## src/hdl/l2_geom_pkg.sv

```systemverilog
`default_nettype none

package l2_geom_pkg;

    // Cache organisation
    localparam int N_WAYS   = 4;
    localparam int N_SETS   = 16;
    localparam int N_CORES  = 4;
    localparam int BEATS    = 8;   // 64-bit beats per 64-byte line

    // Address split
    localparam int OFFSET_W = 6;
    localparam int SET_W    = 4;
    localparam int TAG_W    = 54;  // 64 - SET_W - OFFSET_W

    // Requester identification
    localparam int SOURCE_W = 6;
    localparam int CID_W    = 2;   // Top bits of the source

    typedef logic [63:0] addr_t;
    typedef logic [63:0] data_t;

    typedef logic [TAG_W-1:0] tag_t;
    typedef logic [SET_W-1:0] set_t;

    typedef logic [1:0]        way_t;
    typedef logic [N_WAYS-1:0] way_mask_t;

    // Directory record fields
    typedef logic [N_CORES-1:0] core_mask_t;
    typedef logic [CID_W-1:0]   core_id_t;

    typedef logic [SOURCE_W-1:0] source_t;
    typedef logic [2:0]          beat_t;

endpackage

`default_nettype wire

```

## src/hdl/l2_way_match.sv

```systemverilog
`default_nettype none

module l2_way_match (
    input  wire                       clk_i,
    input  wire                       rst_ni,
    input  l2_geom_pkg::set_t         set_i,
    input  l2_geom_pkg::tag_t         tag_i,
    input  wire                       we_i,
    input  l2_geom_pkg::core_mask_t   wr_sharers_i,
    input  wire                       wr_owner_valid_i,
    input  l2_geom_pkg::core_id_t     wr_owner_id_i,
    output logic                      valid_o,
    output logic                      match_o,
    output l2_geom_pkg::core_mask_t   sharers_o,
    output logic                      owner_valid_o,
    output l2_geom_pkg::core_id_t     owner_id_o
);

    import l2_geom_pkg::*;

    logic       valid_q [N_SETS];
    tag_t       tag_q [N_SETS];
    core_mask_t sharers_q [N_SETS];
    logic       owner_valid_q [N_SETS];
    core_id_t   owner_id_q [N_SETS];

    // Valid bits are the only per-set state cleared by reset
    always_ff @(posedge clk_i or negedge rst_ni) begin
        if (!rst_ni) begin
            for (int s = 0; s < N_SETS; s++) begin
                valid_q[s] <= 1'b0;
            end
        end else if (we_i) begin
            valid_q[set_i] <= 1'b1;
        end
    end

    always_ff @(posedge clk_i) begin
        if (we_i) begin
            tag_q[set_i]         <= tag_i;
            sharers_q[set_i]     <= wr_sharers_i;
            owner_valid_q[set_i] <= wr_owner_valid_i;
            owner_id_q[set_i]    <= wr_owner_id_i;
        end
    end

    assign valid_o       = valid_q[set_i];
    assign match_o       = valid_q[set_i] && (tag_q[set_i] == tag_i);
    assign sharers_o     = sharers_q[set_i];
    assign owner_valid_o = owner_valid_q[set_i];
    assign owner_id_o    = owner_id_q[set_i];

endmodule

`default_nettype wire

```

## config.mk

```make
export PLATFORM = sky130hd
export DESIGN_NAME = l2_way_match
export DESIGN_NICKNAME = d
export VERILOG_FILES = /design/src/hdl/l2_geom_pkg.sv /design/src/hdl/l2_way_match.sv
export SDC_FILE = /design/constraint.sdc
export NUM_CORES = 1
export LEC_CHECK = 0
export CORE_ASPECT_RATIO = 2
export CORE_MARGIN = 3
export CORE_UTILIZATION = 40
export CTS_CLUSTER_SIZE = 25
export DETAILED_ROUTE_END_ITERATION = 8
export DONT_BUFFER_PORTS = 1
export MAX_ROUTING_LAYER = met4
export PLACE_DENSITY = 0.61
export SETUP_SLACK_MARGIN = 0.2
export SLEW_MARGIN = 40
export SYNTH_ARGS = -nofsm -noshare
export SYNTH_HDL_FRONTEND = slang
export SYNTH_SLANG_ARGS = --single-unit
```

## constraint.sdc

```tcl
create_clock -name clk_i -period 2.9 [get_ports clk_i]
set_input_delay 0.29 -clock clk_i [delete_from_list [all_inputs] [get_ports clk_i]]
set_output_delay 0.29 -clock clk_i [all_outputs]
set_load 0.02 [all_outputs]
```

== Word-level counts from Yosys, hierarchy flattened ==
Memory sizes are Yosys's and may differ from the RTL's.
Cells that the tools add are included.
Storage, ports and cells
  register bits: 16
  RAM bits: 976
  output and inout port bits: 9
  logic and storage cells: 34
  memories kept: 4
Memory list
  tag_q: depth 16, width 54, read ports 1, clocked after memory_dff 0, wr ports 1, RTL line l2_way_match.sv:22  | tag_t tag_q [N_SETS];
  sharers_q: depth 16, width 4, read ports 1, clocked after memory_dff 0, wr ports 1, RTL line l2_way_match.sv:23  | core_mask_t sharers_q [N_SETS];
  owner_id_q: depth 16, width 2, read ports 1, clocked after memory_dff 0, wr ports 1, RTL line l2_way_match.sv:25  | core_id_t owner_id_q [N_SETS];
  owner_valid_q: depth 16, width 1, read ports 1, clocked after memory_dff 0, wr ports 1, RTL line l2_way_match.sv:24  | logic owner_valid_q [N_SETS];
Operators by class
  $lt $le $gt $ge: 2
  equality and inequality tests: 1
  mux-type cells: 7
  bitwise gates (word level): 2
  reduce and logical (&&, ||, !) cells: 2
Operators with widths (number)
  54-bit == test: 1
  16-bit OR: 1
  5-bit greater-or-equal comparator, second input constant: 1
  5-bit by 1-bit less-than comparator with 1-bit output, second input constant: 1
  1-bit two-way mux: 5
  4-bit inverter with 5-bit output: 1
  1-bit binary-select mux with 4-bit select: 1
  1-bit demux with 4-bit select: 1
  1-bit logical AND: 2

== Depth between registers and ports, before layout ==
  depth in word-level cells: 6
  depth in mapped cells: 13
  gate-level depth less buffers: 8

== Worst setup path after synthesis ==
No wires, ideal clock.
  path kind: input -> register
  from: in set_i[1]
  to: mem owner_id_q[15][0] (netlist bit) (enable)
  arrival time: 4392 ps
  slack: -1973 ps
  stages on the path: 7
  buffers on the path: 5
  cell sequence: buf_2 buf_2 buf_2 buf_1 buf_1 nand3_1 nor2_1
RTL lines
  from (decl): RTL line l2_way_match.sv:6  | input l2_geom_pkg::set_t set_i,
  to (decl): RTL line l2_way_match.sv:25
No word-level cell before the write port.

== Final worst setup path ==
  from: mem tag_q[11][52] (netlist bit)
  to: out match_o
On the way
  longest elaborated chain between the ends: 3
Ends and longest elaborated chain
  from (decl): RTL line l2_way_match.sv:22
  memory 16 x 54 bit
  54-bit == test: RTL line l2_way_match.sv:48  | assign match_o = valid_q[set_i] && (tag_q[set_i] == tag_i);
  1-bit logical AND: RTL line l2_way_match.sv:48
  to (decl): RTL line l2_way_match.sv:13  | output logic match_o,
Every way passes these cells.

==> out/qor.yml <==
cells_and_area:
  nFillCells: 7949
  layout-drive-gt1-share: 0.2713
  nNetsFinal: 2076
  fin_util: 0.4657
  finalInstanceArea_um2: 44840
  syn_to_final_growth_pct: 15.29
grt:
  antenna_found_initial: 2
  overflow: 0
  grtUsageTotal: 0.2215
  grt_max_degree: 268
  grt_pass1_wl_mm: 152.7
  grt_pass1_vias: 20560
critical_path:
  crit_required_ns: 2.61
  crit_arrival_ns: 3.39
  path_cells: "mux4_2, nand2b_1, a32oi_2, nand4_1, or4_4, o21ai_4, nand3_2, nor4_4, buf_4"
  crit_path_start_kind: "flop"
  end_kind: "output pin"
  cp_slowest_cell: "mux4_2"
  timing_worst_setup_path_type: "flop to output pin"
  critical-path-max-stage-delay_ns: 0.48
  crit_path_max_fanout: 2
pwr:
  pwr_density_cell_nw_per_um2: 655.8
  power.total_uw: 29410
  p_leak_uw: 0.01426
  ir_drop_mv: 0.4041
floorplanning:
  fp-row-count: 161
  die_h_um: 447.0
  coreArea_um2: 96290
  io_pins: 77
  die_w_um: 226.5
  fp.dieArea_um2: 101200
  initial_core_util: 0.4039
clock_network:
  cts_tree: "yes"
  cts_sinks: 992
  htree_levels: 3
  clk_latency_ns: 0.63
  ctsRootBufferMaster: "clkbuf_16"
  clk_pin_slew_ns: 0.07
  cts_buffers: 81
  clockBufferDepth: 3
synthesis:
  ys_types: 60
  async_reset_ff_frac: 0.01613
  synth-edff-count: 976
  syn_area_um2: 38890
  synthFlopType: "edfxtp_1"
  synth_top_cell_by_area: "edfxtp_1"
  syn_avg_cell_area_um2: 21.43
  ys_seq_area_frac: 0.7639
  ys_seq_elements: 992
  syn-instance-count: 1815
  synth_top_area_share: 0.7536
  synth_area_leaders: "edfxtp_1 75%, mux4_2 13%, mux2i_1 2.3%"
  yosys_warnings: 0
  syn-num-nets: 1883
drt:
  ant_nets: 0
  wl_mm: 107.4
  drc_errors: 0
  routedWlPerCell_um: 32.55
  drt_iter0_drc: 1914
  vias: 19520
  viasPerCell: 5.916
  firstDrtPassIters: 6
place:
  dp_hpwl_mm: 60.06
  preCtsSetupSlack_ns: -0.5593
  dpl_cell_area_um2: 41390
  gp_congestion: 0.9445
  place.port_buffers: 0
sta:
  fmax_mhz: 271.7
  relSlewSlack: 0.4586
  finClkSkew_ns: 0
  final_max_slew_viol_count: 0
  hold_ws_ns: 0.08242
  setup_viol: 1
  rsz0062_at_grt: "yes"
  tightest_slew_ns: 0.8094
  period_needed_ns: 3.680
  setup_ws_ns: -0.7800
  finalCritPeriodShare: 1.269
  finalHoldViolCount: 0
outcome:
  failed_checks: "negative setup slack"
  status: "finished with violations"
hold_path:
  hold_class: "input pin to flop"
flow_run:
  max_cap_violations: 0
where the power goes:
part / internal (uW) / switching (uW)
combinational: 855 / 1020
sequential: 16100 / 80.8
clock: 6310 / 5070
sequential cells by signal, summed over array words and instances (netlist names):
register	count
tag_q	864
sharers_q	64
owner_id_q	32
owner_valid_q	16
valid_q	16
routing by layer:
| layer | part of all wire | vias to the layer above | track usage |
|---|---|---|---|
| li1 | - | 8010 | - |
| met1 | 0.35 | 10530 | 0.2457 |
| met2 | 0.54 | 737 | 0.3870 |
| met3 | 0.056 | 240 | 0.03609 |
| met4 | 0.055 | 0 | 0.1080 |
| met5 | 0 | - | - |
cell families after synthesis:
family | share of synthesized area
mux | 0.1573
simple gates | 0.01982
xor+xnor | 0.008557
buf+inv | 0.01673
flops | 0.7639
compound gates | 0.03375
layout make-up:
type,count,area [um^2],share of cell area
timing repair buffer,195,1977,0.04409
tap,1222,1529,0.03410
clock buffer,99,2157,0.04811
sequential,992,29710,0.6626
clock inverter,51,546.8,0.01219
multi-input combinational,708,8802,0.1963
antenna,2,5.005,0.0001116
inverter,30,112.6,0.002511
synthesized netlist by cell type, types with 8 or more instances:
cell and instances:
a221oi_1 13, nor2_1 43, o21ai_0 37, nand2_1 57, buf_4 9, nand3_1 8, buf_2 30, mux4_2 228
edfxtp_1 976, mux2i_1 88, xnor2_1 24, a21oi_1 18, o22ai_1 16, a22o_1 14, buf_6 16, a22oi_1 24
clkbuf_1 21, inv_1 30, xor2_1 14, mux2_2 9, nor3_1 8, dfrtp_1 16, or2_2 16
cell usage in the layout, fill, tap and decap left out, types with 4 or more instances in the layout:
cell | synthesis | final
nor2_4 | 0 | 16
clkinv_2 | 0 | 18
a21oi_1 | 18 | 18
dfrtp_1 | 16 | 16
o21ai_0 | 37 | 32
xnor2_1 | 24 | 24
nand2_2 | 0 | 5
nand2b_1 | 5 | 4
or2_2 | 16 | 16
o21ai_1 | 2 | 4
o22ai_1 | 16 | 16
o211ai_1 | 6 | 6
nor3_1 | 8 | 7
buf_4 | 9 | 104
a22o_1 | 14 | 14
nand2_1 | 57 | 52
a31oi_1 | 7 | 7
inv_1 | 30 | 29
bufinv_16 | 0 | 11
mux4_2 | 228 | 228
buf_12 | 1 | 29
a221oi_2 | 4 | 4
o221ai_1 | 4 | 4
nand3_1 | 8 | 5
a22oi_1 | 24 | 21
xor2_1 | 14 | 14
clkbuf_16 | 0 | 83
clkbuf_1 | 21 | 14
dlygate4sd3_1 | 0 | 61
edfxtp_1 | 976 | 976
nor2_1 | 43 | 26
nor4_1 | 5 | 4
a221oi_1 | 13 | 13
nor2b_1 | 5 | 5
clkinvlp_4 | 0 | 5
mux2_2 | 9 | 9
clkinv_1 | 0 | 12
mux2i_1 | 88 | 85
nand4_1 | 4 | 4
timing repair:
action | CTS | global route
endpoints found under the setup margin | 2 | 1
hold buffers | 62 | 0
hold endpoints to repair | 992 | 0
resized for setup | 26 | 5
setup buffers | 1 | 0
pin swaps | 9 | 1
metrics by stage:
step | cells | TNS [ns]
6_report | 3299 | -0.7800
5_1_grt | 3298 | -0.8862
3_3_place_gp | 3084 | -0.7539
2_1_floorplan | 1815 | -0.4083
4_1_cts | 3297 | -0.7897
3_5_place_dp | 3084 | -0.5593
worst max-delay path: cells and delay by family (launching register included):
kind | cells | cell delay (ns)
simple gates | 5 | 1.28
mux | 1 | 0.48
compound gates | 2 | 0.39
flops | 1 | 0.38
buf+inv | 1 | 0.21
worst paths after layout:
check,slack (ns),start,cells after the start,endpoint
hold / removal,0.08,we_i,2,owner_id_q[15][0]
min in group asynchronous,0.15,rst_ni,1,valid_q[8]
setup reg to reg,2.11,valid_q[2],1,valid_q[2]
setup / recovery,-0.78,tag_q[11][52],9,match_o
hold reg to reg,0.46,valid_q[0],1,valid_q[0]
max in group asynchronous,2.27,rst_ni,1,valid_q[3]
(Power assumes the default switching activity.)
