<file path="src/hdl/l2_geom_pkg.sv">
`default_nettype none

package l2_geom_pkg;

    // Cache organisation
    localparam int N_WAYS   = 4;
    localparam int N_SETS   = 16;
    localparam int N_CORES  = 4;
    localparam int BEATS    = 8;   // 64-bit beats per 64-byte line

    // Address split
    localparam int OFFSET_W = 6;
    localparam int SET_W    = 4;
    localparam int TAG_W    = 54;  // 64 - SET_W - OFFSET_W

    // Requester identification
    localparam int SOURCE_W = 6;
    localparam int CID_W    = 2;   // Top bits of the source

    typedef logic [63:0] addr_t;
    typedef logic [63:0] data_t;

    typedef logic [TAG_W-1:0] tag_t;
    typedef logic [SET_W-1:0] set_t;

    typedef logic [1:0]        way_t;
    typedef logic [N_WAYS-1:0] way_mask_t;

    // Directory record fields
    typedef logic [N_CORES-1:0] core_mask_t;
    typedef logic [CID_W-1:0]   core_id_t;

    typedef logic [SOURCE_W-1:0] source_t;
    typedef logic [2:0]          beat_t;

endpackage

`default_nettype wire

</file>
<file path="src/hdl/l2_hit_select.sv">
`default_nettype none

module l2_hit_select (
    input  wire                                                  clk_i,
    input  wire                                                  rst_ni,
    input  l2_geom_pkg::set_t                                    set_i,
    input  l2_geom_pkg::way_mask_t                               valid_i,
    input  l2_geom_pkg::way_mask_t                               match_i,
    input  l2_geom_pkg::core_mask_t [l2_geom_pkg::N_WAYS-1:0]    sharers_i,
    input  l2_geom_pkg::way_mask_t                               owner_valid_i,
    input  l2_geom_pkg::core_id_t [l2_geom_pkg::N_WAYS-1:0]      owner_id_i,
    input  wire                                                  touch_i,
    input  l2_geom_pkg::way_t                                    touch_way_i,
    output logic                                                 hit_o,
    output l2_geom_pkg::way_t                                    hit_way_o,
    output l2_geom_pkg::core_mask_t                              hit_sharers_o,
    output logic                                                 hit_owner_valid_o,
    output l2_geom_pkg::core_id_t                                hit_owner_id_o,
    output l2_geom_pkg::way_t                                    victim_way_o
);

    import l2_geom_pkg::*;

    // Tree bits per set: [0] root, [1] ways 0/1, [2] ways 2/3
    logic [2:0] plru_q [N_SETS];
    logic [2:0] plru_cur;
    way_t       plru_way;

    always_comb begin
        hit_o             = 1'b0;
        hit_way_o         = '0;
        hit_sharers_o     = '0;
        hit_owner_valid_o = 1'b0;
        hit_owner_id_o    = '0;
        for (int w = 0; w < N_WAYS; w++) begin
            if (match_i[w]) begin
                hit_o             = 1'b1;
                hit_way_o         = way_t'(w);
                hit_sharers_o     = sharers_i[w];
                hit_owner_valid_o = owner_valid_i[w];
                hit_owner_id_o    = owner_id_i[w];
            end
        end
    end

    assign plru_cur = plru_q[set_i];
    assign plru_way = plru_cur[0] ? {1'b1, plru_cur[2]} : {1'b0, plru_cur[1]};

    // Fill empty ways first, lowest index wins
    always_comb begin
        victim_way_o = plru_way;
        for (int w = N_WAYS - 1; w >= 0; w--) begin
            if (!valid_i[w]) begin
                victim_way_o = way_t'(w);
            end
        end
    end

    always_ff @(posedge clk_i or negedge rst_ni) begin
        if (!rst_ni) begin
            for (int s = 0; s < N_SETS; s++) begin
                plru_q[s] <= 3'b000;
            end
        end else if (touch_i) begin
            plru_q[set_i][0] <= ~touch_way_i[1];  // Root points to the other half
            if (touch_way_i[1]) begin
                plru_q[set_i][2] <= ~touch_way_i[0];
            end else begin
                plru_q[set_i][1] <= ~touch_way_i[0];
            end
        end
    end

endmodule

`default_nettype wire

</file>
<file path="config.mk">
export PLATFORM = sky130hd
export DESIGN_NAME = l2_hit_select
export DESIGN_NICKNAME = d
export VERILOG_FILES = /design/src/hdl/l2_geom_pkg.sv /design/src/hdl/l2_hit_select.sv
export SDC_FILE = /design/constraint.sdc
export NUM_CORES = 1
export LEC_CHECK = 0
export ABC_AREA = 0
export BUFFER_PORTS_ARGS = -buffer_cell sky130_fd_sc_hd__buf_4
export CORE_MARGIN = 2
export CORE_UTILIZATION = 35
export DETAILED_ROUTE_END_ITERATION = 10
export SYNTH_ARGS = -nofsm -noshare
export SYNTH_HDL_FRONTEND = slang
export SYNTH_SLANG_ARGS = --single-unit
</file>
<file path="constraint.sdc">
create_clock -name clk_i -period 2 [get_ports clk_i]
set_clock_uncertainty 0.05 [all_clocks]
set_input_delay 0.3 -clock clk_i [delete_from_list [all_inputs] [get_ports clk_i]]
set_output_delay 0.3 -clock clk_i [all_outputs]
set_load 0.02 [all_outputs]
</file>
After elaboration in Yosys (flattened, before gate mapping)
Cells that the tools add are included.
{"block": "word_totals", "ff_bits": 48, "elab_cells": 59, "output_inout_bits": 12}
{"block": "op_classes", "n_mux": 37, "n_lt_le_gt_ge": 2, "reduce_logical": 1, "bitwise": 3}
{"operator": "48-bit bitwise mux", "count": 3}
{"operator": "48-bit two-way mux", "count": 1}
{"operator": "3-bit demux with 4-bit select", "count": 3}
{"operator": "2-bit two-way mux", "count": 12}
{"operator": "4-bit two-way mux", "count": 4}
{"operator": "3-bit binary-select mux with 4-bit select", "count": 1}
{"operator": "1-bit two-way mux", "count": 10}
{"operator": "3-bit two-way mux", "count": 3}
{"operator": "5-bit >= comparator (second input constant)", "count": 1}
{"operator": "5-bit by 1-bit < comparator with 1-bit output (second input constant)", "count": 1}
{"operator": "4-bit inverter with 5-bit output", "count": 1}
{"operator": "1-bit inverter", "count": 2}
{"operator": "1-bit logical AND", "count": 1}

Longest topological paths before layout
{"block": "logic_depth", "depth_word": 9, "ltp_mapped": 7, "depth_no_buf": 5}

Worst setup path after synthesis
Ideal clock, no wire load.
{"block": "synth_path", "kind": "input-to-output", "from": "input port set_i[0]", "to": "output port victim_way_o[0]", "n_path_buf": 1, "t_arrival_ns": 1.734, "cell_stages": 6, "path_slack_ns": -0.084, "path_cell_list": "buf_6 -> mux4_2 -> a22oi_2 -> nand2_1 -> mux2i_1 -> a31oi_1"}
{"block": "synth_between", "elab_chain_len": 9}
{"element": "start, declared", "line": "l2_hit_select.sv:6", "text": "input l2_geom_pkg::set_t set_i,"}
{"element": "4-bit inverter with 5-bit output (not written as such)", "line": "l2_hit_select.sv:46", "text": "assign plru_cur = plru_q[set_i];"}
{"element": "3-bit binary-select mux with 4-bit select", "line": "l2_hit_select.sv:46"}
{"element": "3-bit two-way mux (not written as such) (2 in a row)", "line": "l2_hit_select.sv:46"}
{"element": "2-bit two-way mux", "line": "l2_hit_select.sv:47", "text": "assign plru_way = plru_cur[0] ? {1'b1, plru_cur[2]} : {1'b0, plru_cur[1]};"}
{"element": "2-bit two-way mux (4 in a row)", "line": "l2_hit_select.sv:53", "text": "if (!valid_i[w]) begin"}
{"element": "end, declared", "line": "l2_hit_select.sv:19", "text": "output l2_geom_pkg::way_t victim_way_o"}
No other way between the ends. The select of a mux whose other input is x is not followed.

Final worst setup path
{"block": "layout_path", "from": "register plru_q[20] (netlist bit)", "to": "output port victim_way_o[0]"}
{"block": "layout_between", "elab_chain_len": 8}
{"element": "start, declared", "line": "l2_hit_select.sv:25", "text": "logic [2:0] plru_q [N_SETS];"}
{"element": "start signal, assigned by index", "line": "l2_hit_select.sv:65", "text": "plru_q[set_i][0] <= ~touch_way_i[1];"}
{"element": "start signal, assigned by index", "line": "l2_hit_select.sv:67", "text": "plru_q[set_i][2] <= ~touch_way_i[0];"}
{"element": "start signal, assigned by index", "line": "l2_hit_select.sv:69", "text": "plru_q[set_i][1] <= ~touch_way_i[0];"}
{"element": "3-bit binary-select mux with 4-bit select", "line": "l2_hit_select.sv:46"}
{"element": "3-bit two-way mux (not written as such) (2 in a row)", "line": "l2_hit_select.sv:46"}
{"element": "2-bit two-way mux", "line": "l2_hit_select.sv:47"}
{"element": "2-bit two-way mux (4 in a row)", "line": "l2_hit_select.sv:53"}
No other way between the ends. The select of a mux whose other input is x is not followed.

==> flow_metrics.env <==
export IMPL_floorplan_initialDensity_pct=36.4
export IMPL_synth_seq_area_share_pct=45.3
export IMPL_critPathRequiredTime_ps=1650
export IMPL_drc_marker_count_from_the_first_detailed_route_iteration=118
export IMPL_grt_max_degree=49
export IMPL_finalHoldWorstSlack_ps=319
export IMPL_core_sq_um=7290
export IMPL_cts_tree="yes"
export IMPL_timing_max_slew_rel_slack_pct=58.7
export IMPL_setup_worst_path_class="flop to output port"
export IMPL_design_die_area_sq_um=8290
export IMPL_first_global_vias=2147
export IMPL_final_hold_viol_count=0
export IMPL_number_of_buffers_inserted_during_clock_tree_synthesis=5
export IMPL_reg2reg_setup_slack_ps=950
export IMPL_timing_worst_slew_pin_value_ps=619
export IMPL_arrival_ps=1990
export IMPL_syn_instance_count=258
export IMPL_clk_pin_slew_worst_paths_ps=80
export IMPL_layout_min_cycle_time_ps=2340
export IMPL_ir_worst_vdd_v=0.000367
export IMPL_routed_wire_length_per_instance_microns=15.6
export IMPL_synth_area_sq_um=2650
export IMPL_yosys_warnings=0
export IMPL_detail_route_vias_per_cell=5.26
export IMPL_grt_setup_unrepaired="yes"
export IMPL_reg_top3="plru_q x48"
export IMPL_clockRootBuffer="clkbuf_8"
export IMPL_gp_congestion=0.801
export IMPL_finalWirelength_mm=6.50
export IMPL_mapped_nets=303
export IMPL_rows=31
export IMPL_hpwl_mm=4.68
export IMPL_htree_levels=2
export IMPL_yosys_register_bits=48
export IMPL_reg2reg_to="plru_q[12]"
export IMPL_chipWidth_microns=91.1
export IMPL_area_delta_synth_final_pct=25.7
export IMPL_n_antenna_cell=0
export IMPL_clockBufferDepth=2
export IMPL_timing_final_max_slew_violations=0
export IMPL_postRouteAntennaNets=0
export IMPL_total_leakage_power_uw=0.00155
export IMPL_cp_start_kind="flop"
export IMPL_status="finished with violations"
export IMPL_min_delay_start="set_i[3]"
export IMPL_timing_hold_worst_endpoint="plru_q[17]"
export IMPL_cap_violations=0
export IMPL_final_net_count=361
export IMPL_design_portCount=57
export IMPL_grt_first_pass_wirelength_mm=10.8
export IMPL_critPathMaxFanout=2
export IMPL_largest_register_ffs=48
export IMPL_route_detailed_drc=0
export IMPL_drive_gt1_share_pct=31.9
export IMPL_die_y_microns=91.1
export IMPL_worst_hold_path_num_cells=3
export IMPL_insertion_delay_ps=300
export IMPL_portBuffers=56
export IMPL_endpoint_kind="output port"
export IMPL_overflow=0
export IMPL_grt_usage_pct=16.3
export IMPL_syn_area_per_cell_sq_um=10.3
export IMPL_worst_r2r_startpoint="plru_q[12]"
export IMPL_final_setup_worst_slack_ps=-337
export IMPL_worstRegToRegCells=4
export IMPL_max_clk_rate_mhz=428
export IMPL_violations="setup timing"
export IMPL_dp_slack_ps=-288
export IMPL_detailedRoute_firstPassIterationCount=4
export IMPL_antenna_found_initial=0
export IMPL_powerDensity_nw_per_um2=747
export IMPL_yosys_cell_types_count=34
export IMPL_min_period_over_period_pct=117
export IMPL_largest_register_by_flop_count="plru_q"
export IMPL_dr_total_vias=2190
export IMPL_min_delay_path_class="primary input to flop"
export IMPL_setup_violations=2
export IMPL_clock_sinks=48
## how the worst max path moves through the flow
stage,from,endpoint,slack (ps),cells after the start
global placement,set_i[0],victim_way_o[0],-260,7
detailed placement,set_i[0],victim_way_o[0],-290,7
global route,plru_q[12],victim_way_o[0],-410,6
floorplan,set_i[0],victim_way_o[0],50,6
finish,plru_q[20],victim_way_o[0],-340,6
CTS,plru_q[21],victim_way_o[0],-320,6
## worst max-delay path: stages (launching register included)
cell	delay, ps
dfrtp_1	400
mux4_1	530
a22oi_2	210
nand2_1	80
mux2i_1	190
a31oi_2	110
buf_4	170
## cell usage in the layout, fill, tap and decap left out, drive strengths merged, types with 2 or more instances in the layout
| cell | count |
|---|---|
| a21o | 16 |
| a221o | 7 |
| a22oi | 12 |
| buf | 72 |
| clkbuf | 6 |
| clkinv | 3 |
| dfrtp | 48 |
| inv | 5 |
| mux2i | 5 |
| mux4 | 12 |
| nand2 | 16 |
| nand2b | 2 |
| nand3 | 6 |
| nand4 | 8 |
| nor2 | 28 |
| nor2b | 5 |
| o21ai | 28 |
| o31ai | 23 |
| or2 | 2 |
| or3 | 4 |
## timing repair
action / CTS / global route
hold buffers: 1 / 0
hold endpoints to repair: 48 / 0
resized for setup: 4 / 1
setup buffers: 2 / 2
pin swaps: 5 / 1
setup endpoints to repair: 2 / 2
## logic make-up (layout without fill, tap and decap cells)
| kind of cell | after synthesis | after routing | share of synthesized area [%] |
|---|---|---|---|
| buffers and inverters | 28 | 87 | 4.67 |
| muxes | 18 | 18 | 13.1 |
| AOI/OAI and AO/OA | 89 | 89 | 23.5 |
| and+or+nand+nor | 75 | 75 | 13.5 |
| DFF | 48 | 48 | 45.3 |
## cell usage after synthesis, drive strengths merged
cell | count | area (sq um)
dfrtp | 48 | 1200
nor2 | 28 | 108
o21ai | 28 | 140
o31ai | 23 | 173
a21o | 16 | 120
clkbuf | 16 | 60.1
nand2 | 16 | 60.1
a22oi | 12 | 100
mux4 | 12 | 285
nand4 | 8 | 50.1
a221o | 7 | 70.1
buf | 6 | 41.3
nand3 | 6 | 30.0
inv | 5 | 18.8
mux2i | 5 | 50.1
nor2b | 5 | 31.3
or3 | 4 | 25.0
nand2b | 2 | 12.5
or2 | 2 | 12.5
a21oi | 1 | 5.00
a31oi | 1 | 6.26
a41oi | 1 | 8.76
and2 | 1 | 6.26
clkinv | 1 | 3.75
mux2 | 1 | 11.3
nor3 | 1 | 5.00
nor3b | 1 | 12.5
nor4 | 1 | 6.26
## through the flow
stage	power (uW)	util, %	area (sq um)	setup TNS [ps]	cells
after detailed placement	1900	44.0	3210	-404	405
after global routing	2640	45.7	3340	-641	416
final	2490	45.7	3340	-490	416
after floorplan	1640	-	2660	0	258
after global placement	1890	44.0	3210	-370	405
after CTS	2510	45.6	3320	-469	415
## final cells by class
| class | instances | area (sq um) |
|---|---|---|
| clock buffer | 6 | 82.6 |
| clock inverter | 2 | 10.0 |
| fill | 681 | 3960 |
| inverter | 6 | 22.5 |
| multi-input combinational | 182 | 1350 |
| sequential | 48 | 1200 |
| tap | 99 | 124 |
| timing repair buffer | 73 | 551 |
## power breakdown
group | switching, uW | internal, uW | total [uW] | leakage [uW]
clock | 321 | 276 | 597 | 0.0000510
sequential | 110 | 1160 | 1270 | 0.000608
combinational | 281 | 346 | 628 | 0.000896
total | 712 | 1780 | 2490 | 0.00155
## layer usage
layer / vias to the layer above / track usage (%) / wire [microns]
met5: - / 0 / 0
met4: 0 / 4.17 / 27
met3: 4 / 4.07 / 456
met2: 71 / 26.5 / 3090
met1: 1028 / 21.8 / 2930
li1: 1087 / - / -
Note: power is estimated with default switching activity, not from simulation.
