### src/hdl/l2_geom_pkg.sv
`default_nettype none

package l2_geom_pkg;

    // Cache organisation
    localparam int N_WAYS   = 4;
    localparam int N_SETS   = 16;
    localparam int N_CORES  = 4;
    localparam int BEATS    = 8;   // 64-bit beats per 64-byte line

    // Address split
    localparam int OFFSET_W = 6;
    localparam int SET_W    = 4;
    localparam int TAG_W    = 54;  // 64 - SET_W - OFFSET_W

    // Requester identification
    localparam int SOURCE_W = 6;
    localparam int CID_W    = 2;   // Top bits of the source

    typedef logic [63:0] addr_t;
    typedef logic [63:0] data_t;

    typedef logic [TAG_W-1:0] tag_t;
    typedef logic [SET_W-1:0] set_t;

    typedef logic [1:0]        way_t;
    typedef logic [N_WAYS-1:0] way_mask_t;

    // Directory record fields
    typedef logic [N_CORES-1:0] core_mask_t;
    typedef logic [CID_W-1:0]   core_id_t;

    typedef logic [SOURCE_W-1:0] source_t;
    typedef logic [2:0]          beat_t;

endpackage

`default_nettype wire

### src/hdl/l2_tl_pkg.sv
`default_nettype none

package l2_tl_pkg;

    typedef logic [2:0] opcode_t;
    typedef logic [2:0] param_t;   // Grow parameter on A
    typedef logic [1:0] cap_t;     // Capability parameter on D

    // A channel opcodes
    localparam opcode_t A_ACQUIRE_BLOCK = 3'd6;
    localparam opcode_t A_ACQUIRE_PERM  = 3'd7;

    // D channel opcodes
    localparam opcode_t D_GRANT         = 3'd4;
    localparam opcode_t D_GRANT_DATA    = 3'd5;

    // Permission growth requested by the core
    localparam param_t GROW_NTOB = 3'd0;
    localparam param_t GROW_NTOT = 3'd1;
    localparam param_t GROW_BTOT = 3'd2;

    // Permission handed back with the grant
    localparam cap_t CAP_TOT = 2'd0;
    localparam cap_t CAP_TOB = 2'd1;

    typedef enum logic [2:0] {
        IDLE,
        LOOKUP,
        MEM_REQ,
        MEM_FILL,
        GRANT,
        UPDATE
    } l2_state_e;

endpackage

`default_nettype wire

### src/hdl/l2_ctrl.sv
`default_nettype none

module l2_ctrl (
    input  wire                       clk_i,
    input  wire                       rst_ni,
    // A channel
    input  l2_tl_pkg::opcode_t        a_opcode_i,
    input  l2_tl_pkg::param_t         a_param_i,
    input  l2_geom_pkg::source_t      a_source_i,
    input  l2_geom_pkg::addr_t        a_address_i,
    input  wire                       a_valid_i,
    output logic                      a_ready_o,
    // D channel
    output l2_tl_pkg::opcode_t        d_opcode_o,
    output l2_tl_pkg::cap_t           d_param_o,
    output l2_geom_pkg::source_t      d_source_o,
    output l2_geom_pkg::data_t        d_data_o,
    output logic                      d_valid_o,
    input  wire                       d_ready_i,
    // Memory
    output l2_geom_pkg::addr_t        mem_a_address_o,
    output logic                      mem_a_valid_o,
    input  wire                       mem_a_ready_i,
    input  l2_geom_pkg::data_t        mem_d_data_i,
    input  wire                       mem_d_valid_i,
    output logic                      mem_d_ready_o,
    // Lookup
    output l2_geom_pkg::set_t         set_o,
    output l2_geom_pkg::tag_t         tag_o,
    input  wire                       hit_i,
    input  l2_geom_pkg::way_t         hit_way_i,
    input  l2_geom_pkg::core_mask_t   hit_sharers_i,
    input  wire                       hit_owner_valid_i,
    input  l2_geom_pkg::core_id_t     hit_owner_id_i,
    input  l2_geom_pkg::way_t         victim_way_i,
    // Directory write
    output l2_geom_pkg::way_mask_t    dir_we_o,
    output l2_geom_pkg::core_mask_t   dir_sharers_o,
    output logic                      dir_owner_valid_o,
    output l2_geom_pkg::core_id_t     dir_owner_id_o,
    // PLRU
    output logic                      touch_o,
    output l2_geom_pkg::way_t         touch_way_o,
    // Data array
    output l2_geom_pkg::way_t         data_way_o,
    output l2_geom_pkg::beat_t        data_beat_o,
    output logic                      data_we_o,
    output l2_geom_pkg::data_t        data_wdata_o,
    input  l2_geom_pkg::data_t        data_rdata_i
);

    import l2_geom_pkg::*;
    import l2_tl_pkg::*;

    localparam beat_t LAST_BEAT = beat_t'(BEATS - 1);

    l2_state_e state_q, state_d;
    beat_t     beat_q;

    // Request and lookup result, held for the whole transaction
    opcode_t    req_opcode_q;
    param_t     req_param_q;
    source_t    req_source_q;
    addr_t      req_addr_q;
    logic       hit_q;
    way_t       way_q;          // Hit way or refill victim
    core_mask_t hit_sharers_q;
    logic       hit_owner_valid_q;
    core_id_t   hit_owner_id_q;

    core_id_t req_cid;
    logic     grant_data;
    logic     shared_grow;      // NtoB keeps other sharers
    logic     grant_last;

    assign req_cid    = req_source_q[SOURCE_W-1 -: CID_W];
    assign grant_data = (req_opcode_q == A_ACQUIRE_BLOCK);
    assign grant_last = !grant_data || (beat_q == LAST_BEAT);

    always_comb begin
        case (req_param_q)
            GROW_NTOB:            shared_grow = grant_data;
            GROW_NTOT, GROW_BTOT: shared_grow = 1'b0;
            default:              shared_grow = 1'b0;
        endcase
    end

    always_comb begin
        state_d = state_q;
        case (state_q)
            IDLE:     if (a_valid_i) state_d = LOOKUP;
            LOOKUP:   state_d = hit_i ? GRANT : MEM_REQ;
            MEM_REQ:  if (mem_a_ready_i) state_d = MEM_FILL;
            MEM_FILL: if (mem_d_valid_i && beat_q == LAST_BEAT) state_d = GRANT;
            GRANT:    if (d_ready_i && grant_last) state_d = UPDATE;
            UPDATE:   state_d = IDLE;
            default:  state_d = IDLE;
        endcase
    end

    always_ff @(posedge clk_i or negedge rst_ni) begin
        if (!rst_ni) begin
            state_q <= IDLE;
            beat_q  <= '0;
            hit_q   <= 1'b0;
        end else begin
            state_q <= state_d;
            if (state_q == LOOKUP) begin
                hit_q <= hit_i;
            end
            // Counter wraps back to zero after a full line
            if (state_q == MEM_FILL && mem_d_valid_i) begin
                beat_q <= beat_q + beat_t'(1);
            end else if (state_q == GRANT && d_ready_i && grant_data) begin
                beat_q <= beat_q + beat_t'(1);
            end
        end
    end

    always_ff @(posedge clk_i) begin
        if (state_q == IDLE && a_valid_i) begin
            req_opcode_q <= a_opcode_i;
            req_param_q  <= a_param_i;
            req_source_q <= a_source_i;
            req_addr_q   <= a_address_i;
        end
        if (state_q == LOOKUP) begin
            way_q             <= hit_i ? hit_way_i : victim_way_i;
            hit_sharers_q     <= hit_sharers_i;
            hit_owner_valid_q <= hit_owner_valid_i;
            hit_owner_id_q    <= hit_owner_id_i;
        end
    end

    assign a_ready_o = (state_q == IDLE);

    assign set_o = req_addr_q[OFFSET_W +: SET_W];
    assign tag_o = req_addr_q[63 -: TAG_W];

    // Single line-aligned Get
    assign mem_a_valid_o   = (state_q == MEM_REQ);
    assign mem_a_address_o = {req_addr_q[63:OFFSET_W], {OFFSET_W{1'b0}}};
    assign mem_d_ready_o   = (state_q == MEM_FILL);

    assign data_way_o   = way_q;
    assign data_beat_o  = beat_q;
    assign data_we_o    = (state_q == MEM_FILL) && mem_d_valid_i;
    assign data_wdata_o = mem_d_data_i;

    assign d_valid_o  = (state_q == GRANT);
    assign d_opcode_o = grant_data ? D_GRANT_DATA : D_GRANT;
    assign d_param_o  = shared_grow ? CAP_TOB : CAP_TOT;
    assign d_source_o = req_source_q;
    assign d_data_o   = grant_data ? data_rdata_i : '0;

    // New directory record, a refilled line starts from an empty entry
    always_comb begin
        if (shared_grow) begin
            dir_sharers_o     = (hit_q ? hit_sharers_q : '0) | (core_mask_t'(1) << req_cid);
            dir_owner_valid_o = hit_q && hit_owner_valid_q;
            dir_owner_id_o    = hit_q ? hit_owner_id_q : '0;
        end else begin
            dir_sharers_o     = core_mask_t'(1) << req_cid;
            dir_owner_valid_o = 1'b1;
            dir_owner_id_o    = req_cid;
        end
    end

    assign dir_we_o    = (state_q == UPDATE) ? (way_mask_t'(1) << way_q) : '0;
    assign touch_o     = (state_q == UPDATE);
    assign touch_way_o = way_q;

endmodule

`default_nettype wire

### config.mk
export PLATFORM = sky130hd
export DESIGN_NAME = l2_ctrl
export DESIGN_NICKNAME = d
export VERILOG_FILES = /design/src/hdl/l2_geom_pkg.sv /design/src/hdl/l2_tl_pkg.sv /design/src/hdl/l2_ctrl.sv
export SDC_FILE = /design/constraint.sdc
export NUM_CORES = 1
export LEC_CHECK = 0
export ABC_AREA = 1
export BUFFER_PORTS_ARGS = -buffer_cell sky130_fd_sc_hd__buf_4
export CAP_MARGIN = 25
export CORE_AREA = 5 5 194 196
export CTS_CLUSTER_DIAMETER = 100
export DETAILED_ROUTE_END_ITERATION = 12
export DIE_AREA = 0 0 199 201
export REMOVE_ABC_BUFFERS = 1
export SLEW_MARGIN = 20
export SYNTH_ARGS = -nofsm -noshare
export SYNTH_HDL_FRONTEND = slang
export SYNTH_SLANG_ARGS = --single-unit
export TNS_END_PERCENT = 100
### constraint.sdc
create_clock -name clk_i -period 11.78 [get_ports clk_i]
set_input_delay 1.767 -clock clk_i [delete_from_list [all_inputs] [get_ports clk_i]]
set_output_delay 1.767 -clock clk_i [all_outputs]
set_load 0.1 [all_outputs]
After elaboration in Yosys (flattened, before gate mapping):

Cells that the tools add are included.

* add/sub/neg operators: 1
* eq/ne operators: 11
* shifts and indexed selects: 2
* muxes and demuxes: 19
* bitwise logic cells: 1
* reduce and logical (&&, ||, !) cells: 13

Operators by type and width (number)
* $mux 64: 1
* $mux 3: 7
* $pmux 3 s5: 1
* $eq 3x3->1 const B: 4
* $mux 4: 3
* $shl 1x2->4 const A: 2
* $logic_and 1x1->1: 7
* $eq 3x2->1 const B: 2
* $logic_not 3->1: 2
* $mux 2: 3
* $ne 2x1->1 const B: 3
* $mux 1: 4
* $or 4x4->4: 1
* $reduce_and 4->1: 1
* $add 3x1->3 const B: 1
* $eq 3x1->1 const B: 1
* $ne 2x2->1 const B: 1
* $reduce_bool 2->1: 1
* $logic_not 1->1: 1
* $logic_or 1x1->1: 1

* register bits: 92
* output and inout port bits: 285
* logic and storage cells: 58

Longest topological paths before layout:

Gate-level depths: netlist of run 1.

* depth after elaboration: 6
* mapped depth: 8
* depth with buffers taken out: 8

Worst setup path after synthesis of run 1:

No wires, ideal clock.

* path type: input port to flip-flop
* start: input a_valid_i
* end: register req_source_q[0], in the netlist d_source_o[0], enable pin
* setup time: 0.584 ns
* arrival time: 6.551 ns
* data required time: 11.196 ns
* slack: 4.645 ns
* stages: 2
* buffers on the path: 0
* cells stage by stage: inv_1 > nor3_1

* word-level cells in the longest chain between the ends: 1

RTL lines
* start, declared: line l2_ctrl.sv:11 `input wire a_valid_i,`
* $logic_and 1x1->1: line l2_ctrl.sv:121 `if (state_q == IDLE && a_valid_i) begin`
* end signal, assigned: line l2_ctrl.sv:124 `req_source_q <= a_source_i;`
* end, declared: line l2_ctrl.sv:63 `source_t req_source_q;`

No other way between the ends.
A chain may end at the register's enable or synchronous reset.

Worst setup path after layout of run 1:

* start: input data_rdata_i[18]
* end: output d_data_o[18]

* word-level cells in the longest chain between the ends: 1

RTL lines
* start, declared: line l2_ctrl.sv:49 `input l2_geom_pkg::data_t data_rdata_i`
* $mux 64: line l2_ctrl.sv:154 `assign d_data_o = grant_data ? data_rdata_i : '0;`
* end, declared: line l2_ctrl.sv:17 `output l2_geom_pkg::data_t d_data_o,`

No other way between the ends.

==> out/summary.txt, run 1 <==
GR Layer Usage met1 = 8.94%
Endpoint class of the critical path = output pin
Minimum clock period = 4150 ps
CTS sink cnt = 86
# DRC = 0
Comb pwr share = 59.7%
Pint = 0.000799 W
TritonCTS buffer count = 9
Area Overhead vs Synth = 57.9%
Finish-stage setup viols = 0
Slew Viols, Final = 0
Routed vias/inst = 3.31
Initial Util = 12.6%
Slew margin rel. = 36.1%
Global-route wire length before repair = 26100 um
Global routing usage on met3 = 8.49%
Cell chosen for the clock root = clkbuf_16
Worst endpoint required time = 10010 ps
Switching Fraction = 58.6%
Lkg Pwr = 3.51 nW
Initial DRC count = 108
IO buf count = 363
Antenna cells = 0
Max IR drop VDD = 0.000151 V
Most frequent cells in the layout = buf_4 (364), edfxtp_1 (79), inv_1 (77), nor2_1 (69), nand2_1 (23)
Met2 Usage GRT = 14.1%
R2R depth = 4
Mapped Cells = 444
Clock Skews = 10.6 ps
Gp weighted congestion = 0.728
Core area = 35900 um^2
Row count = 70
Post-DRT Antenna Nets = 0
Worst EP arrival = 2380 ps
Die W = 199 um
Initial antenna violation count = 1
CTS Hold Bufs = 0
Reg2reg start = state_q[1]$_DFFE_PN0P_
Pwr/cell area = 271 nW/um^2
Clock transition at path regs = 70 ps
Power Total = 0.00193 W
Final HPWL DP = 17000 um
Die height = 201 um
Avg Synthesized Cell Area = 10.2 um^2
Vias in the first global route = 3851
Clk_lat worst skew = 350 ps
Die Area = 40000 um^2
Net Switching = 0.00113 W
Seq/Total Area, Yosys = 56.5%
Crit path launch = data_rdata_i[18]
Final Cycle Share = 35.2%
Global router's overall resource usage = 9.23%
Nets = 908
Type of origin of the critical path = input port
Post-cts sizing count = 0
Sequential Power Share = 24.5%
Commonest non-fill, non-tap cell in the layout = buf_4
Pre-CTS setup slack = 7600 ps
Crit path kind = in2out
Clock buffer depth = 2
TritonCTS clock tree = done
Worst setup path endpoint = d_data_o[18]
Yosys cell types = 22
Setup WS post-layout = 7630 ps
Internal reg-to-reg setup slack = 9780 ps
Gr ovfl total = 0
FMAX = 241 MHz
Post-Route Setup TNS = 0 ps
Router iterations before antenna repair = 4
Seq cells post-synth = 86
Slew @ Worst Pin = 958 ps
Setup Fix Bufs, Post-CTS = 0
Wire per inst = 17.6 um
Drt total wl = 20300 um
RSZ-0062 raised after global routing = no
Min-delay worst type = reg2reg
DR vias = 3829
Maxcap violations = 0
Netlist Area Pre-Place = 4510 um^2
Status = finished clean
RR Endpoint = req_addr_q[49]$_DFFE_PP_
Final hold violations = 0
Clock power share = 15.9%
Largest net degree at the start of global routing = 71
Max FO, Critical Path = 1
Share of layout cells above drive strength 1 = 56.7%
Number of H-tree levels = 3
Synth Warn # = 0
GRT Max-Usage Layer = met2
I/O pins = 507
==> area by class of cell <==
class	instances	area, um^2
Fill cell	3855	28800
Timing Repair Buffer	364	2730
Sequential cell	86	2550
Multi-Input combinational cell	142	644
Tap cell	468	586
Inverter	81	304
Clock buffer	9	225
Clock inverter	6	86.3
==> state kept, by name (all words and copies together) (netlist names) <==
signal,count
hit_owner_id_q,2
req_addr_q,58
d_source_o,6
hit_sharers_q,4
state_q,3
hit_owner_valid_q,1
data_way_o,2
data_beat_o,3
req_opcode_q,3
hit_q,1
req_param_q,3
==> stage by stage <==
step | utilization [%] | instance area, um^2 | hold WS [ps] | instances
global placement | 19.0 | 6810 | 532 | 1141
finish | 19.8 | 7130 | 567 | 1156
global route | 19.8 | 7130 | 602 | 1156
CTS | 19.8 | 7130 | 572 | 1156
detailed placement | 19.0 | 6810 | 548 | 1141
floorplan | - | 3490 | 566 | 309
==> worst min-delay path by stage <==
stage	endpoint	startpoint	slack, ps	cells after the start
6_report	data_beat_o[1]$_DFFE_PN0P_	data_beat_o[1]$_DFFE_PN0P_	570	2
5_1_grt	data_beat_o[2]$_DFFE_PN0P_	data_beat_o[2]$_DFFE_PN0P_	600	2
4_1_cts	data_beat_o[1]$_DFFE_PN0P_	data_beat_o[1]$_DFFE_PN0P_	570	2
3_5_place_dp	data_beat_o[1]$_DFFE_PN0P_	data_beat_o[1]$_DFFE_PN0P_	550	2
3_3_place_gp	data_beat_o[1]$_DFFE_PN0P_	data_beat_o[1]$_DFFE_PN0P_	530	2
2_1_floorplan	hit_q$_DFFE_PN0N_	hit_q$_DFFE_PN0N_	570	2
==> worst max-delay path, cell delays in order <==
cell and delay, ps:
buf_4 80, inv_1 30, nor2_1 170, buf_4 340
==> logic make-up (layout without fill, tap and decap cells) <==
group,after synthesis,after routing,synth area share [%]
other,2,9,0.166
and+or+nand+nor,119,119,11.2
AOI/OAI and AO/OA,10,10,1.16
muxes,2,2,0.499
adders and majority gates,2,2,0.555
DFF,86,86,56.5
buffers and inverters,223,460,29.9
==> power groups by stage <==
stage,registers [W],logic (W),clock network [W]
after floorplan,0.00107,0.000310,0
after global placement,0.000478,0.00116,0
after detailed placement,0.000476,0.00116,0
after CTS,0.000474,0.00117,0.000323
after global routing,0.000482,0.00119,0.000331
final,0.000472,0.00115,0.000307
==> per-layer routing <==
metal | vias up | wire, um
li1 | 1702 | -
met1 | 1676 | 6700
met2 | 424 | 8550
met3 | 21 | 4600
met4 | 6 | 285
met5 | - | 180
==> synth_stat cells <==
cell type	instances	area share [%]
nor3_1	7	0.78
buf_2	6	0.67
nor2_1	69	5.7
nor2_4	2	0.50
clkinv_1	1	0.083
ha_1	2	0.55
inv_2	3	0.25
clkbuf_1	1	0.083
a21oi_1	2	0.22
dfrtp_1	7	3.9
nand3_2	2	0.44
nor2_2	1	0.14
conb_1	2	0.17
edfxtp_1	79	53
nand2_2	1	0.14
inv_1	77	6.4
nand2_1	23	1.9
o21ai_0	7	0.78
o21a_1	1	0.17
mux2_2	2	0.50
nand3_1	14	1.6
buf_4	135	22
Power figures use the tool's default switching activity.
==> inputs of run 2 (changes only) <==
--- a/config.mk
+++ b/config.mk
@@ -5,13 +5,13 @@
 export SDC_FILE = /design/constraint.sdc
 export NUM_CORES = 1
 export LEC_CHECK = 0
-export ABC_AREA = 1
+export ABC_AREA = 0
 export BUFFER_PORTS_ARGS = -buffer_cell sky130_fd_sc_hd__buf_4
 export CAP_MARGIN = 25
-export CORE_AREA = 5 5 194 196
+export CORE_AREA = 5 5 192 194
 export CTS_CLUSTER_DIAMETER = 100
 export DETAILED_ROUTE_END_ITERATION = 12
-export DIE_AREA = 0 0 199 201
+export DIE_AREA = 0 0 197 199
 export REMOVE_ABC_BUFFERS = 1
 export SLEW_MARGIN = 20
 export SYNTH_ARGS = -nofsm -noshare
==> constraint.sdc (replaced) <==
create_clock -name clk_i -period 3.7 [get_ports clk_i]
set_input_delay 0.555 -clock clk_i [delete_from_list [all_inputs] [get_ports clk_i]]
set_output_delay 0.555 -clock clk_i [all_outputs]
set_load 0.1 [all_outputs]
==> out/summary.txt, run 2 <==
Status = finished clean
Die W = 197 um (-1.0%)
Lkg Pwr = 3.14 nW (-11%)
Max Used Layer = met5
Power Total = 0.00500 W (+160%)
Slew @ Worst Pin = 536 ps (-423 ps)
Routed vias/inst = 3.28 (-0.93%)
Initial DRC count = 105 (-2.8%)
Fin area = 7050 um^2 (-1.0%)
Area leader, netlist = edfxtp_1
Type of origin of the critical path = flop
Post-Route Setup TNS = 0 ps (unchanged)
Pre-CTS setup slack = 1200 ps (-6390 ps)
Layout Utilization = 20.1% (+0.28 points)
Final HPWL DP = 16700 um (-2.0%)
IO buf count = 363 (unchanged)
Most frequent cells in the layout = buf_4 (366), edfxtp_1 (79), and2_1 (64), conb_1 (9), clkbuf_16 (9)
Clock buffer depth = 2 (unchanged)
Setup Fix Bufs, Post-CTS = 0 (unchanged)
Top-area cell type share of the netlist area = 53.8% (+1.2 points)
Min-delay worst type = in2reg
I/O pins = 507 (unchanged)
Vias in the first global route = 3708 (-3.7%)
Wire per inst = 19.0 um (+8.1%)
Mapped Cells = 349 (-21%)
Global-route wire length before repair = 25900 um (-0.71%)
Largest net degree at the start of global routing = 71 (unchanged)
Post-synth EDFFs = 79 (unchanged)
DP Area = 6730 um^2 (-1.3%)
Synth cell count leaders = buf_4 (135), edfxtp_1 (79), and2_1 (65)
Max IR drop VDD = 0.000382 V (+150%)
Endpoint class of the critical path = output pin
FMAX = 364 MHz
Cell chosen for the clock root = clkbuf_16
Antenna cells = 0 (unchanged)
Initial Util = 12.6% (about the same)
Yosys cell types = 32 (+45%)
Biggest register = req_addr_q
Number of H-tree levels = 3 (unchanged)
Drt total wl = 20000 um (-1.3%)
Setup WS post-layout = 955 ps (-6680 ps)
TritonCTS clock tree = done
Crit path kind = reg2out
Final Cycle Share = 74.2%
Row count = 69 (-1.4%)
Clk_lat worst skew = 340 ps (about the same)
Initial antenna violation count = 3 (+2)
Finish-stage setup viols = 0 (unchanged)
Clock Skews = 8.80 ps (-1.75 ps)
Met2 wire length = 8690 um (+1.7%)
Clock transition at path regs = 70 ps (about the same)
Gp weighted congestion = 0.749 (+2.9%)
Nets = 813 (-10%)
TritonCTS buffer count = 9 (unchanged)
Fraction of registers with async set/reset = 8.14% (unchanged)
# DRC = 0 (unchanged)
Largest register FFs = 58 (unchanged)
Post-cts sizing count = 0 (unchanged)
CTS sink cnt = 86 (unchanged)
Commonest non-fill, non-tap cell in the layout = buf_4
Seq/Total Area, Yosys = 57.8% (+1.3 points)
Netlist Area Pre-Place = 4410 um^2 (-2.3%)
Post-synth top flop = edfxtp_1
Global router's overall resource usage = 9.38% (+0.15 points)
Slew margin rel. = 64.3% (+28 points)
Pwr/cell area = 709 nW/um^2 (+160%)
Final hold violations = 0 (unchanged)
Slew Viols, Final = 0 (unchanged)
Area Overhead vs Synth = 60.0%
Avg Synthesized Cell Area = 12.6 um^2 (+24%)
Seq cells post-synth = 86 (unchanged)
Die Area = 39200 um^2 (-2.0%)
Wl on met1 = 6600 um (-1.5%)
DR vias = 3462 (-9.6%)
Gr ovfl total = 0 (unchanged)
Cell with the most instances after synthesis = buf_4
Router iterations before antenna repair = 4 (unchanged)
Post-DRT Antenna Nets = 0 (unchanged)
Worst EP arrival = 2190 ps (-190 ps)
Synth Warn # = 0 (unchanged)
Maxcap violations = 0 (unchanged)
RSZ-0062 raised after global routing = no
Metal3 WL = 4330 um (-6.0%)
Max FO, Critical Path = 6 (+5)
Die height = 199 um (-1.0%)
Core area = 35100 um^2 (-2.4%)
Worst endpoint required time = 3140 ps (-6870 ps)
Top cells by area, synth = edfxtp_1 (54%), buf_4 (23%), and2_1 (9.2%)
Minimum clock period = 2750 ps
Share of layout cells above drive strength 1 = 66.0% (+9.3 points)
==> run 2: cell count changes after synthesis, sizes merged, moves of 4 or more <==
| cell | change |
|---|---|
| inv | -77 |
| nor2 | -69 |
| and2 | +65 |
| nand2 | -17 |
| nand3 | -16 |
| clkbuf | +7 |
| o21ai | -7 |
| a32o | +4 |
| nor3 | -4 |
| nor3b | +4 |
==> run 2: cell families (layout without fill, tap and decap cells) <==
group           after synthesis  after routing  synth area share, %
buf+inv                     149            387                 24.3
fa+ha+maj                     2              2                0.568
flops                        86             86                 57.8
other cells                   2              9                0.170
simple gates                 92             92                 13.3
xor+xnor                      1              1                0.199
mux                           8              8                 1.96
compound gates                9              9                 1.79
==> run 2: final timing paths <==
kind,start,to,slack [ps],cells after the start
hold reg to reg,data_beat_o[0]$_DFFE_PN0P_,data_beat_o[0]$_DFFE_PN0P_,520,1
min in group asynchronous,rst_ni,state_q[1]$_DFFE_PN0P_,570,2
hold / removal,hit_owner_id_i[1],hit_owner_id_q[1]$_DFFE_PN_,380,1
setup / recovery,req_opcode_q[0]$_DFFE_PP_,dir_owner_id_o[1],950,5
max in group asynchronous,rst_ni,data_beat_o[2]$_DFFE_PN0P_,3000,2
setup reg to reg,state_q[1]$_DFFE_PN0P_,req_param_q[1]$_DFFE_PP_,1930,3
==> run 2: stage by stage <==
stage	hold WS, ps	std cells
after floorplan	259	210
after global placement	374	1038
after detailed placement	381	1038
after CTS	353	1055
after global routing	356	1055
final	383	1055
==> run 2: what timing repair did <==
item                                    in CTS  in global routing
endpoints found under the hold margin        7                  0
hold buffers                                 1                  0
endpoints found under the setup margin       0                  0
==> run 2: worst max-delay path, cell delays in order, from the launching register on <==
cell and delay [ps]:
edfxtp_1 340, and3b_2 330, nor4b_4 420, buf_4 220, mux2i_1 200, buf_4 330
==> run 2: per-layer routing <==
metal / GRT usage [%] / up-vias
met5: 2.35 / -
met4: 2.80 / 10
met3: 8.77 / 21
met2: 14.3 / 400
met1: 9.00 / 1530
li1: - / 1501
==> run 2: report_power, final <==
part / internal [W] / switching [W] / leakage (nW)
Combinational: 0.000518 / 0.00211 / 2.19
Clock: 0.000591 / 0.000381 / 0.151
Sequential: 0.00126 / 0.000145 / 0.804
Total: 0.00237 / 0.00263 / 3.14
==> run 2: area by class of cell <==
class / instances / area, um^2
clock buffers: 10 / 229
clock inverters: 6 / 85.1
fillers: 3804 / 28000
inverters: 3 / 11.3
multi-input cells: 121 / 825
flip-flops and latches: 86 / 2550
well taps: 461 / 577
repair buffers: 368 / 2780
